[src/img_pkg.sv]
package img_pkg;

    // ==============================
    // Widths and sizes
    // ==============================
    localparam int WORD_W          = 16;
    localparam int PIXEL_W         = 12;
    localparam int DIM_W           = 12;
    localparam int STAT_W          = 18;
    localparam int HEADER_WORDS    = 8;
    localparam int STAT_CLASS_BITS = 7;

    typedef logic [WORD_W-1:0]              word_t;
    typedef logic [PIXEL_W-1:0]             pixel_t;
    typedef logic [DIM_W-1:0]               dim_t;
    typedef logic [STAT_W-1:0]              stat_t;
    typedef logic [HEADER_WORDS*WORD_W-1:0] header_t;

    // ==============================
    // Port bundles
    // ==============================
    typedef struct packed {
        logic    capture;   // one-cycle pulse
        header_t header;
    } cmd_t;

    typedef struct packed {
        pixel_t d;
        logic   fv;
        logic   lv;
    } img_in_t;

    typedef struct packed {
        logic  done;        // one-cycle pulse
        logic  overflow;
        dim_t  width;
        dim_t  height;
        stat_t highlight;
        stat_t shadow;
    } capture_status_t;

    // Producer write into the frame buffer
    typedef struct packed {
        logic  en;
        word_t data;
    } buf_wr_t;

endpackage

[src/pixel_capture.sv]
`timescale 1ns/1ps

module pixel_capture (
    input  logic                     clk,
    input  logic                     fifoIn_rst,
    input  img_pkg::cmd_t            cmd,
    input  img_pkg::img_in_t         img,
    input  logic                     full,
    output img_pkg::buf_wr_t         buf_wr,
    output logic                     clear,
    output img_pkg::capture_status_t status
);
    import img_pkg::*;

    typedef enum logic [2:0] {
        ST_IDLE,
        ST_HEADER,
        ST_WAIT_FV_LOW,
        ST_WAIT_FV_HIGH,
        ST_FRAME
    } state_t;

    localparam int HDR_CNT_W = $clog2(HEADER_WORDS);

    state_t               state;
    header_t              hdr_sr;
    logic [HDR_CNT_W-1:0] hdr_cnt;
    img_in_t              img_q;
    logic                 lv_prev;
    logic [1:0]           col;
    logic [1:0]           row;
    logic                 pix_ok;
    logic                 wr_en;
    word_t                wr_data;
    logic                 stat_en;
    pixel_t               stat_px;
    logic                 done_dly;
    logic                 done_q;
    logic                 overflow;
    dim_t                 width;
    dim_t                 height;
    stat_t                highlight;
    stat_t                shadow;

    // A valid pixel once the frame has opened after the idle gap
    assign pix_ok = img_q.fv && img_q.lv &&
                    (state == ST_FRAME || state == ST_WAIT_FV_HIGH);

    // Buffer is emptied on the same edge the capture is seen
    assign clear = cmd.capture;

    // ==============================
    // Control and statistics
    // ==============================
    always_ff @(posedge clk) begin
        img_q.d <= img.d;
        stat_px <= img_q.d;
        if (!fifoIn_rst) begin
            img_q.fv  <= 1'b0;
            img_q.lv  <= 1'b0;
            lv_prev   <= 1'b0;
            col       <= '0;
            row       <= '0;
            state     <= ST_IDLE;
            hdr_cnt   <= '0;
            wr_en     <= 1'b0;
            stat_en   <= 1'b0;
            done_dly  <= 1'b0;
            done_q    <= 1'b0;
            overflow  <= 1'b0;
            width     <= '0;
            height    <= '0;
            highlight <= '0;
            shadow    <= '0;
        end else begin
            img_q.fv <= img.fv;
            img_q.lv <= img.lv;
            lv_prev  <= img_q.lv;
            wr_en    <= pix_ok;
            done_dly <= 1'b0;
            done_q   <= done_dly;
            stat_en  <= pix_ok && (col == 2'd0) && (row == 2'd0);

            // Position of the registered pixel modulo four
            if (!img_q.lv) begin
                col <= '0;
            end else begin
                col <= col + 2'd1;
            end
            if (!img_q.fv) begin
                row <= '0;
            end else if (lv_prev && !img_q.lv) begin
                row <= row + 2'd1;
            end

            if (pix_ok) begin
                // First pixel of a line restarts the width and opens a new row
                if (!lv_prev) begin
                    width  <= dim_t'(1);
                    height <= height + dim_t'(1);
                end else begin
                    width <= width + dim_t'(1);
                end
            end

            if (stat_en) begin
                if (&stat_px[PIXEL_W-1 -: STAT_CLASS_BITS]) begin
                    highlight <= highlight + stat_t'(1);
                end else if (~|stat_px[PIXEL_W-1 -: STAT_CLASS_BITS]) begin
                    shadow <= shadow + stat_t'(1);
                end
            end

            // Remember a word that the full buffer dropped
            if (wr_en && full) begin
                overflow <= 1'b1;
            end

            case (state)
                ST_IDLE: begin
                end
                ST_HEADER: begin
                    wr_en   <= 1'b1;
                    hdr_cnt <= hdr_cnt + 1'b1;
                    if (hdr_cnt == HDR_CNT_W'(HEADER_WORDS - 1)) begin
                        state <= ST_WAIT_FV_LOW;
                    end
                end
                ST_WAIT_FV_LOW: begin
                    if (!img_q.fv) begin
                        state <= ST_WAIT_FV_HIGH;
                    end
                end
                ST_WAIT_FV_HIGH: begin
                    if (img_q.fv) begin
                        state <= ST_FRAME;
                    end
                end
                ST_FRAME: begin
                    if (!img_q.fv) begin
                        state    <= ST_IDLE;
                        done_dly <= 1'b1;
                    end
                end
                default: state <= ST_IDLE;
            endcase

            // Capture restarts everything that was in progress
            if (cmd.capture) begin
                state     <= ST_HEADER;
                hdr_cnt   <= '0;
                wr_en     <= 1'b0;
                stat_en   <= 1'b0;
                done_dly  <= 1'b0;
                done_q    <= 1'b0;
                overflow  <= 1'b0;
                width     <= '0;
                height    <= '0;
                highlight <= '0;
                shadow    <= '0;
            end
        end
    end

    // ==============================
    // Header shifter and write data
    // ==============================
    always_ff @(posedge clk) begin
        if (cmd.capture) begin
            hdr_sr <= cmd.header;
        end else if (state == ST_HEADER) begin
            hdr_sr <= hdr_sr << WORD_W;
        end
        if (state == ST_HEADER) begin
            wr_data <= hdr_sr[$bits(header_t)-1 -: WORD_W];
        end else begin
            wr_data <= {{(WORD_W - PIXEL_W){1'b0}}, img_q.d};
        end
    end

    assign buf_wr = buf_wr_t'{en: wr_en, data: wr_data};

    assign status = capture_status_t'{
        done:      done_q,
        overflow:  overflow,
        width:     width,
        height:    height,
        highlight: highlight,
        shadow:    shadow
    };

endmodule

[src/frame_buffer.sv]
`timescale 1ns/1ps

module frame_buffer #(
    parameter int BUF_DEPTH = 256
) (
    input  logic             clk,
    input  logic             fifoIn_rst,
    input  logic             clear,
    input  img_pkg::buf_wr_t wr,
    input  logic             rd_en,
    output img_pkg::word_t   rd_data,
    output logic             full,
    output logic             empty
);
    import img_pkg::*;

    localparam int PTR_W = (BUF_DEPTH > 1) ? $clog2(BUF_DEPTH) : 1;

    word_t            mem [BUF_DEPTH];
    logic [PTR_W-1:0] wr_ptr;
    logic [PTR_W-1:0] rd_ptr;
    logic [PTR_W:0]   count;
    logic             do_wr;
    logic             do_rd;

    // Pointers wrap at the last word so any depth works
    function automatic logic [PTR_W-1:0] next_ptr(input logic [PTR_W-1:0] ptr);
        next_ptr = (ptr == PTR_W'(BUF_DEPTH - 1)) ? '0 : ptr + 1'b1;
    endfunction

    assign full    = (count == (PTR_W + 1)'(BUF_DEPTH));
    assign empty   = (count == '0);
    assign do_wr   = wr.en && !full && !clear;
    assign do_rd   = rd_en && !empty && !clear;
    assign rd_data = mem[rd_ptr];

    always_ff @(posedge clk) begin
        if (!fifoIn_rst || clear) begin
            wr_ptr <= '0;
            rd_ptr <= '0;
            count  <= '0;
        end else begin
            if (do_wr) begin
                wr_ptr <= next_ptr(wr_ptr);
            end
            if (do_rd) begin
                rd_ptr <= next_ptr(rd_ptr);
            end
            case ({do_wr, do_rd})
                2'b10:   count <= count + 1'b1;
                2'b01:   count <= count - 1'b1;
                default: count <= count;
            endcase
        end
    end

    // Word storage
    always_ff @(posedge clk) begin
        if (do_wr) begin
            mem[wr_ptr] <= wr.data;
        end
    end

endmodule

[src/wb_readout.sv]
`timescale 1ns/1ps

module wb_readout (
    input  logic           clk,
    input  logic           fifoIn_rst,

    // Wishbone classic read-only slave
    input  logic           wb_cyc,
    input  logic           wb_stb,
    output logic           wb_ack,
    output img_pkg::word_t wb_dat,

    // Frame buffer read side
    input  img_pkg::word_t rd_data,
    input  logic           empty,
    output logic           rd_en
);
    import img_pkg::*;

    logic  req;
    logic  take;
    word_t dat_q;

    assign req  = wb_cyc && wb_stb;

    // One word per request and never two acks back to back
    assign take = req && !wb_ack && !empty;

    // Pop on the same edge the word is latched
    assign rd_en = take;

    always_ff @(posedge clk) begin
        if (!fifoIn_rst) begin
            wb_ack <= 1'b0;
        end else begin
            wb_ack <= take;
        end
    end

    // Read data holds until the next accepted read
    always_ff @(posedge clk) begin
        if (take) begin
            dat_q <= rd_data;
        end
    end

    assign wb_dat = dat_q;

endmodule

[src/img_capture_top.sv]
`timescale 1ns/1ps

module img_capture_top #(
    parameter int BUF_DEPTH = 256
) (
    input  logic                     clk,
    input  logic                     fifoIn_rst,

    // Command, camera and status
    input  img_pkg::cmd_t            cmd,
    input  img_pkg::img_in_t         img,
    output img_pkg::capture_status_t status,

    // Wishbone readout
    input  logic                     wb_cyc,
    input  logic                     wb_stb,
    output logic                     wb_ack,
    output img_pkg::word_t           wb_dat
);
    import img_pkg::*;

    buf_wr_t buf_wr;
    logic    buf_clear;
    logic    buf_full;
    logic    buf_empty;
    word_t   buf_rd_data;
    logic    buf_rd_en;

    // ==============================
    // Producer
    // ==============================
    pixel_capture u_pixel_capture (
        .clk        (clk),
        .fifoIn_rst (fifoIn_rst),
        .cmd        (cmd),
        .img        (img),
        .full       (buf_full),
        .buf_wr     (buf_wr),
        .clear      (buf_clear),
        .status     (status)
    );

    // ==============================
    // Buffer
    // ==============================
    frame_buffer #(
        .BUF_DEPTH (BUF_DEPTH)
    ) u_frame_buffer (
        .clk        (clk),
        .fifoIn_rst (fifoIn_rst),
        .clear      (buf_clear),
        .wr         (buf_wr),
        .rd_en      (buf_rd_en),
        .rd_data    (buf_rd_data),
        .full       (buf_full),
        .empty      (buf_empty)
    );

    // ==============================
    // Consumer
    // ==============================
    wb_readout u_wb_readout (
        .clk        (clk),
        .fifoIn_rst (fifoIn_rst),
        .wb_cyc     (wb_cyc),
        .wb_stb     (wb_stb),
        .wb_ack     (wb_ack),
        .wb_dat     (wb_dat),
        .rd_data    (buf_rd_data),
        .empty      (buf_empty),
        .rd_en      (buf_rd_en)
    );

endmodule

[config.mk]
export PLATFORM = sky130hd
export DESIGN_NAME = img_capture_top
export DESIGN_NICKNAME = d
export VERILOG_FILES = /design/src/img_pkg.sv /design/src/pixel_capture.sv /design/src/frame_buffer.sv /design/src/wb_readout.sv /design/src/img_capture_top.sv
export SDC_FILE = /design/constraint.sdc
export NUM_CORES = 2
export LEC_CHECK = 0
export BUFFER_PORTS_ARGS = -buffer_cell sky130_fd_sc_hd__buf_2
export CAP_MARGIN = 20
export CORE_MARGIN = 2
export CORE_UTILIZATION = 40
export DETAILED_ROUTE_END_ITERATION = 8
export PLACE_DENSITY_LB_ADDON = 0.2
export SLEW_MARGIN = 20
export SYNTH_ARGS = -nofsm -noshare
export SYNTH_HDL_FRONTEND = slang
export SYNTH_SLANG_ARGS = --single-unit
[constraint.sdc]
create_clock -name clk -period 4.77 [get_ports clk]
set_input_delay 0.477 -clock clk [delete_from_list [all_inputs] [get_ports clk]]
set_output_delay 0.477 -clock clk [all_outputs]
set_load 0.05 [all_outputs]
=== Word level (Yosys, flattened, before mapping) ===
Memories as Yosys holds them, arrays and structs flattened. A register that Yosys moved wholly into a read port is not among the register bits.
Cells that the tools add are included.

* Register bits after elaboration: 272
* Latch bits: 0
* RAM bits: 4,096
* Bits in read-only memories: 0
* Input port bits: 147
* Output and inout port bits: 79
* Word-level logic and storage cells: 118
* Memories kept: 1

{| class="wikitable"
|+ Memories
! memory !! words !! width !! rd ports !! clocked after Yosys merged registers in !! wr ports !! line !! RTL
|-
| u_frame_buffer.mem || 256 || 16 || 1 || 1 || 1 || frame_buffer.sv:19 || <nowiki>word_t mem [BUF_DEPTH];</nowiki>
|}

* $add $sub $neg: 11
* Multipliers: 0
* Div/mod/pow operators: 0
* Magnitude comparators: 0
* Eq/ne operators: 19
* Shift-type cells: 0
* Multiplexer cells: 17
* Bitwise gates (word level): 6
* Reductions and logical operators: 38

{| class="wikitable"
|+ Operators by type and width
! kind !! number
|-
| 128-bit two-way mux || 2
|-
| 18-bit by 1-bit adder with 18-bit output (second input constant) || 2
|-
| 12-bit by 1-bit adder with 12-bit output (second input constant) || 2
|-
| 12-bit two-way mux || 2
|-
| 9-bit one-hot mux with 2 select lines || 1
|-
| 8-bit by 1-bit adder with 8-bit output (second input constant) || 2
|-
| 8-bit equality test (second input constant) || 2
|-
| 8-bit two-way mux || 2
|-
| 3-bit one-hot mux with 5 select lines || 1
|-
| 1-bit logical AND || 13
|-
| 3-bit two-way mux || 4
|-
| 5-bit AND reduction || 2
|-
| 9-bit by 1-bit adder with 9-bit output (second input constant) || 1
|-
| 9-bit equality test (second input constant) || 1
|-
| 9-bit zero test || 1
|-
| 9-bit by 1-bit subtractor with 9-bit output (second input constant) || 1
|-
| 8-bit AND reduction || 1
|-
| 7-bit AND reduction || 1
|-
| 7-bit OR reduction || 1
|-
| 3-bit by 2-bit equality test with 1-bit output (second input constant) || 2
|-
| 3-bit equality test (second input constant) || 2
|-
| 1-bit zero test || 6
|-
| 2-bit != test (second input constant) || 3
|-
| 3-bit by 2-bit != test with 1-bit output (second input constant) || 2
|-
| other kinds (17) || 34
|}

=== Depth between registers and ports, before layout ===
* Depth after elaboration: 7
* Depth in mapped cells: 13
* Mapped depth without buffers: 13

=== By module ===
Synthesis repeated with hierarchy kept, for this count alone.

* Cell total of the unflattened synthesis: 8,301
* Area total of the unflattened synthesis: 170,868.9 um^2

{| class="wikitable"
|+ Modules (own cells, without submodules)
! module !! times used !! cells each !! area an instance (um^2) !! seq. area each (um^2)
|-
| frame_buffer || 1 || 7,549 || 160,661.6 || 123,658.6
|-
| pixel_capture || 1 || 733 || 9,688.0 || 6,105.9
|-
| wb_readout || 1 || 19 || 519.2 || 500.5
|}

=== Worst setup path after synthesis ===
OpenSTA, ideal clock, no wires.

* Kind: input port to flip-flop
* Start point: in wb_cyc
* End point: reg u_frame_buffer.count[8]
* Setup time: 0.058 ns
* Arrival: 4.556 ns
* Required time: 4.712 ns
* Path slack: 0.156 ns
* Cell stages on the path: 13
* Buffers on the path: 1
* Path through: nand2_1 > a311oi_1 > nor2b_1 > clkbuf_1 > ha_1 > ha_1 > a21o_1 > a21oi_1 > o21bai_1 > a2111oi_0 > o21ai_0 > a211oi_1 > a31o_2

* Longest elaborated chain between the ends: 7
* Elaborated cells on any way between the ends: 9
* Classes of those cells: eq/ne (2); mux (1); reduce/logical (6)

{| class="wikitable"
|+ RTL lines
! what !! line !! RTL
|-
| start, declared || img_capture_top.sv:15 || <nowiki>input logic wb_cyc,</nowiki>
|-
| 1-bit logical AND (*) || wb_readout.sv:24 || <nowiki>assign req = wb_cyc && wb_stb;</nowiki>
|-
| 1-bit logical AND (*) (2 in a row) || wb_readout.sv:27 || <nowiki>assign take = req && !wb_ack && !empty;</nowiki>
|-
| via buf_rd_en || img_capture_top.sv:27 || <nowiki>logic buf_rd_en;</nowiki>
|-
| 1-bit logical AND (*) (2 in a row) || frame_buffer.sv:34 || <nowiki>assign do_rd = rd_en && !empty && !clear;</nowiki>
|-
| via u_frame_buffer.do_rd || frame_buffer.sv:24 || <nowiki>logic do_rd;</nowiki>
|-
| 2-bit by 1-bit equality test with 1-bit output or 2-bit equality test (tied branches) || frame_buffer.sv:49 || <nowiki>case ({do_wr, do_rd})</nowiki>
|-
| 9-bit one-hot mux with 2 select lines or 2-bit nonzero test (tied branches) || n/a ||
|-
| end signal, assigned || frame_buffer.sv:50 || <nowiki>2'b10: count <= count + 1'b1;</nowiki>
|-
| end signal, assigned || frame_buffer.sv:51 || <nowiki>2'b01: count <= count - 1'b1;</nowiki>
|-
| end signal, assigned || frame_buffer.sv:52 || <nowiki>default: count <= count;</nowiki>
|-
| end, declared || frame_buffer.sv:22 || <nowiki>logic [PTR_W:0] count;</nowiki>
|}

Mark *: on every way through the listed nets, which the timed path passes. The rest lies on a longest branch.
A chain may end at the register's enable or synchronous reset.

==> summary.txt <==
Worst setup path
  • CP Capture Point: u_wb_readout.wb_dat[2]$_DFFE_PP_
  • Crit end category: flop
  • Crit Path Category: flop to flop
  • CP startpoint: u_frame_buffer.rd_ptr[1]$_SDFFE_PP0P_
  • Req. time, crit path: 5.46 ns
  • Worst r2r path cells: 9
  • Internal reg-to-reg setup slack: 0.26 ns
  • R2r startpoint: u_frame_buffer.rd_ptr[1]$_SDFFE_PP0P_
  • Worst setup SP type: flop
  • Crit path max fanout: 23
  • Critical Path AT: 5.20 ns
  • RR Endpoint: u_wb_readout.wb_dat[2]$_DFFE_PP_

Job
  • Max_cap viols: 0

STA
  • Skew final: 0.0625 ns
  • Post-Route Setup TNS: 0 ns
  • Relative slew margins: 15.3%
  • Least-Margin Pin Slew: 1.27 ns
  • WHS: 0.100 ns
  • Final Cycle Share: 94.5%
  • Fin crit period: 4.51 ns
  • Unrepaired setup endpoints after global routing: no
  • Fmax: 222 MHz
  • Final setup vio count: 0
  • Final hold viol count: 0
  • Slew Limit Fails: 0

Die
  • Die height: 655 um
  • Starting Density: 40.1%
  • Die width: 655 um
  • Core ar.: 0.423 sq mm
  • Die Area: 0.429 sq mm
  • Cell Rows: 239
  • I/O pins: 226

Placement
  • Routability cong.: 0.849
  • Inst Count DP: 14200
  • Number of port buffers: 225
  • Post-DP HPWL: 297 mm

Detailed routing
  • WL final: 484 mm
  • Pre-Repair DR Iteration Count: 6
  • Vias: 87300
  • Antenna-violating nets left: 0
  • # DRC: 0
  • Post-DR vias/cell: 5.74
  • WL per Instance: 31.9 um
  • Initial DRC Count: 9858

Global route
  • Total track usage: 22.2%
  • Pin count of the biggest net entering global routing: 176
  • GRT overflow: 0
  • Initial antenna violation count: 17
  • First-pass GRT wire length: 677 mm
  • Number of global-route vias before repair: 87100

Clocking
  • Cts bufs inserted: 444
  • Post-CTS Setup Repair Bufs: 0
  • Cts repair resizes: 0
  • # clock sinks: 4379
  • CTS tree: done
  • Clk buf depth: 4
  • CTS clk-pin slew, worst paths: 0.06 ns
  • Worst skew pair latency: 1.02 ns
  • # H-tree levels: 5
  • Clock root buffer master: clkbuf_16

Logic synthesis
  • Main synth FF type: edfxtp_1
  • Biggest area consumer among synthesized cells: edfxtp_1
  • FFs w/ async S/R, synth: 0%
  • Post-synth cell types: 78
  • Synth warnings: 0
  • Post-synthesis cell area: 0.170 sq mm
  • Most common cell in the synthesized netlist: edfxtp_1
  • Syn_nets: 8336
  • Yosys top cell area share: 75.1%
  • Area contributors post-synth: edfxtp_1 75%, mux4_2 11%, mux2i_1 2.9%
  • Seq/Total Area, Yosys: 76.7%
  • FF+latch count, synth: 4379
  • Syn_area_per_cell: 20.8 sq um
  • Post-synth EDFFs: 4240
  • Synth cell count leaders: 4240 x edfxtp_1, 837 x mux4_2, 490 x mux2i_1
  • Gate Count Post-Synth: 8167

Finish
  • Finished Layout Cells: 15200
  • Util after Layout: 46.5%
  • Proportion of layout cells with a drive suffix above 1: 27.8%
  • Fin nets: 9317
  • Fillers: 35000
  • Syn-to-layout area delta: 16.1%

Power
  • Peak supply drop: 0.000325 V
  • PD cells: 401 mW/mm^2
  • Tot Pwr: 79100 uW
  • Leakage power: 0.0611 uW

Min path
  • Hold Path Class: input pin to flop

Status
  • Outcome: completed
[logic make-up (layout without fill, tap and decap cells)]
logic type | Yosys count | count (layout) | share of synthesized area [%]
flip-flops | 4379 | 4379 | 76.7
multiplexers | 1479 | 1479 | 15.1
AND/OR/NAND/NOR | 930 | 930 | 2.50
AO/OA/AOI/OAI | 803 | 803 | 3.38
buffers and inverters | 494 | 1853 | 1.84
XOR/XNOR | 60 | 60 | 0.310
adder cells (fa/ha/maj) | 22 | 22 | 0.167
other | 0 | 13 | 0
[metrics by stage]
step / setup WS, ns / instance area, sq um
after floorplan: 0.156 / 170000
after global placement: 0.0328 / 181000
after detailed placement: 0.272 / 181000
after CTS: 0.261 / 197000
after global routing: 0.229 / 197000
final: 0.261 / 197000
[worst max-delay path, cell delays in order (launching register included)]
cell and delay [ns]:
dfxtp_4 0.66, buf_12 0.27, buf_12 0.21, buf_4 0.36, mux4_2 0.41, mux4_2 0.50
and2_0 0.33, a31o_1 0.26, a211oi_1 0.84, o221ai_1 0.26
[cells in the final DEF, fill, tap and decap left out, types with 116 or more instances in the layout]
cell type	n
dfxtp_1	116
a22oi_1	179
buf_4	553
mux4_2	837
a21oi_1	144
edfxtp_1	4240
nand2_1	156
a221oi_1	127
mux2i_1	490
buf_2	224
nor2_1	297
mux2_2	141
dlygate4sd3_1	146
clkbuf_16	450
[routing by layer]
metal / track usage [%] / up-vias / part of all wire (%) / wire, um
met4: 6.04 / 10 / 3.0 / 14600
met2: 36.3 / 3446 / 48 / 234000
met1: 31.0 / 47100 / 42 / 202000
met3: 3.44 / 635 / 7.0 / 34000
li1: - / 36000 / - / -
met5: 0 / - / 0.011 / 55
[worst min path at each step]
stage,cells past startpoint,endpoint,start,slack (ns)
final,2,u_pixel_capture.img_q[13]$_DFF_P_,img[13],0.1
after global routing,2,u_pixel_capture.img_q[13]$_DFF_P_,img[13],0.07
after CTS,2,u_pixel_capture.img_q[11]$_DFF_P_,img[11],0.03
after detailed placement,0,u_pixel_capture.stat_px[10]$_DFF_P_,u_pixel_capture.img_q[12]$_DFF_P_,0.34
after global placement,0,u_pixel_capture.stat_px[11]$_DFF_P_,u_pixel_capture.img_q[13]$_DFF_P_,0.34
after floorplan,0,u_pixel_capture.stat_px[10]$_DFF_P_,u_pixel_capture.img_q[12]$_DFF_P_,0.33
[where the power goes]
part | internal, uW | switching, uW
logic | 330 | 1170
clock network | 19700 | 14700
registers | 42900 | 233
[registers in the layout (all words and copies together), names as in the netlist, 2 cells and up]
name                       cells
u_pixel_capture.highlight     18
u_pixel_capture.stat_px        7
u_wb_readout.wb_dat           16
u_pixel_capture.width         12
u_frame_buffer.rd_ptr          8
u_pixel_capture.height        12
u_pixel_capture.col            2
u_pixel_capture.state          3
u_frame_buffer.wr_ptr          8
u_pixel_capture.row            2
u_pixel_capture.wr_data       16
u_pixel_capture.hdr_cnt        3
u_frame_buffer.mem          4096
u_pixel_capture.hdr_sr       128
u_pixel_capture.img_q         14
u_frame_buffer.count           9
u_pixel_capture.shadow        18
[layout make-up]
class | instances | area, sq um | share of cell area [%]
well taps | 5663 | 7090 | 3.60
inverters | 27 | 114 | 0.0578
clock buffers | 550 | 11700 | 5.95
clock inverters | 274 | 2610 | 1.32
diodes | 13 | 32.5 | 0.0165
repair buffers | 1002 | 8320 | 4.23
flip-flops and latches | 4379 | 130000 | 66.1
multi-input cells | 3294 | 36900 | 18.7
[timing repair]
item,CTS,global route
endpoints found under the hold margin,150,0
endpoints found under the setup margin,0,0
hold buffers,146,0
Note: power is estimated with default switching activity, not from simulation.
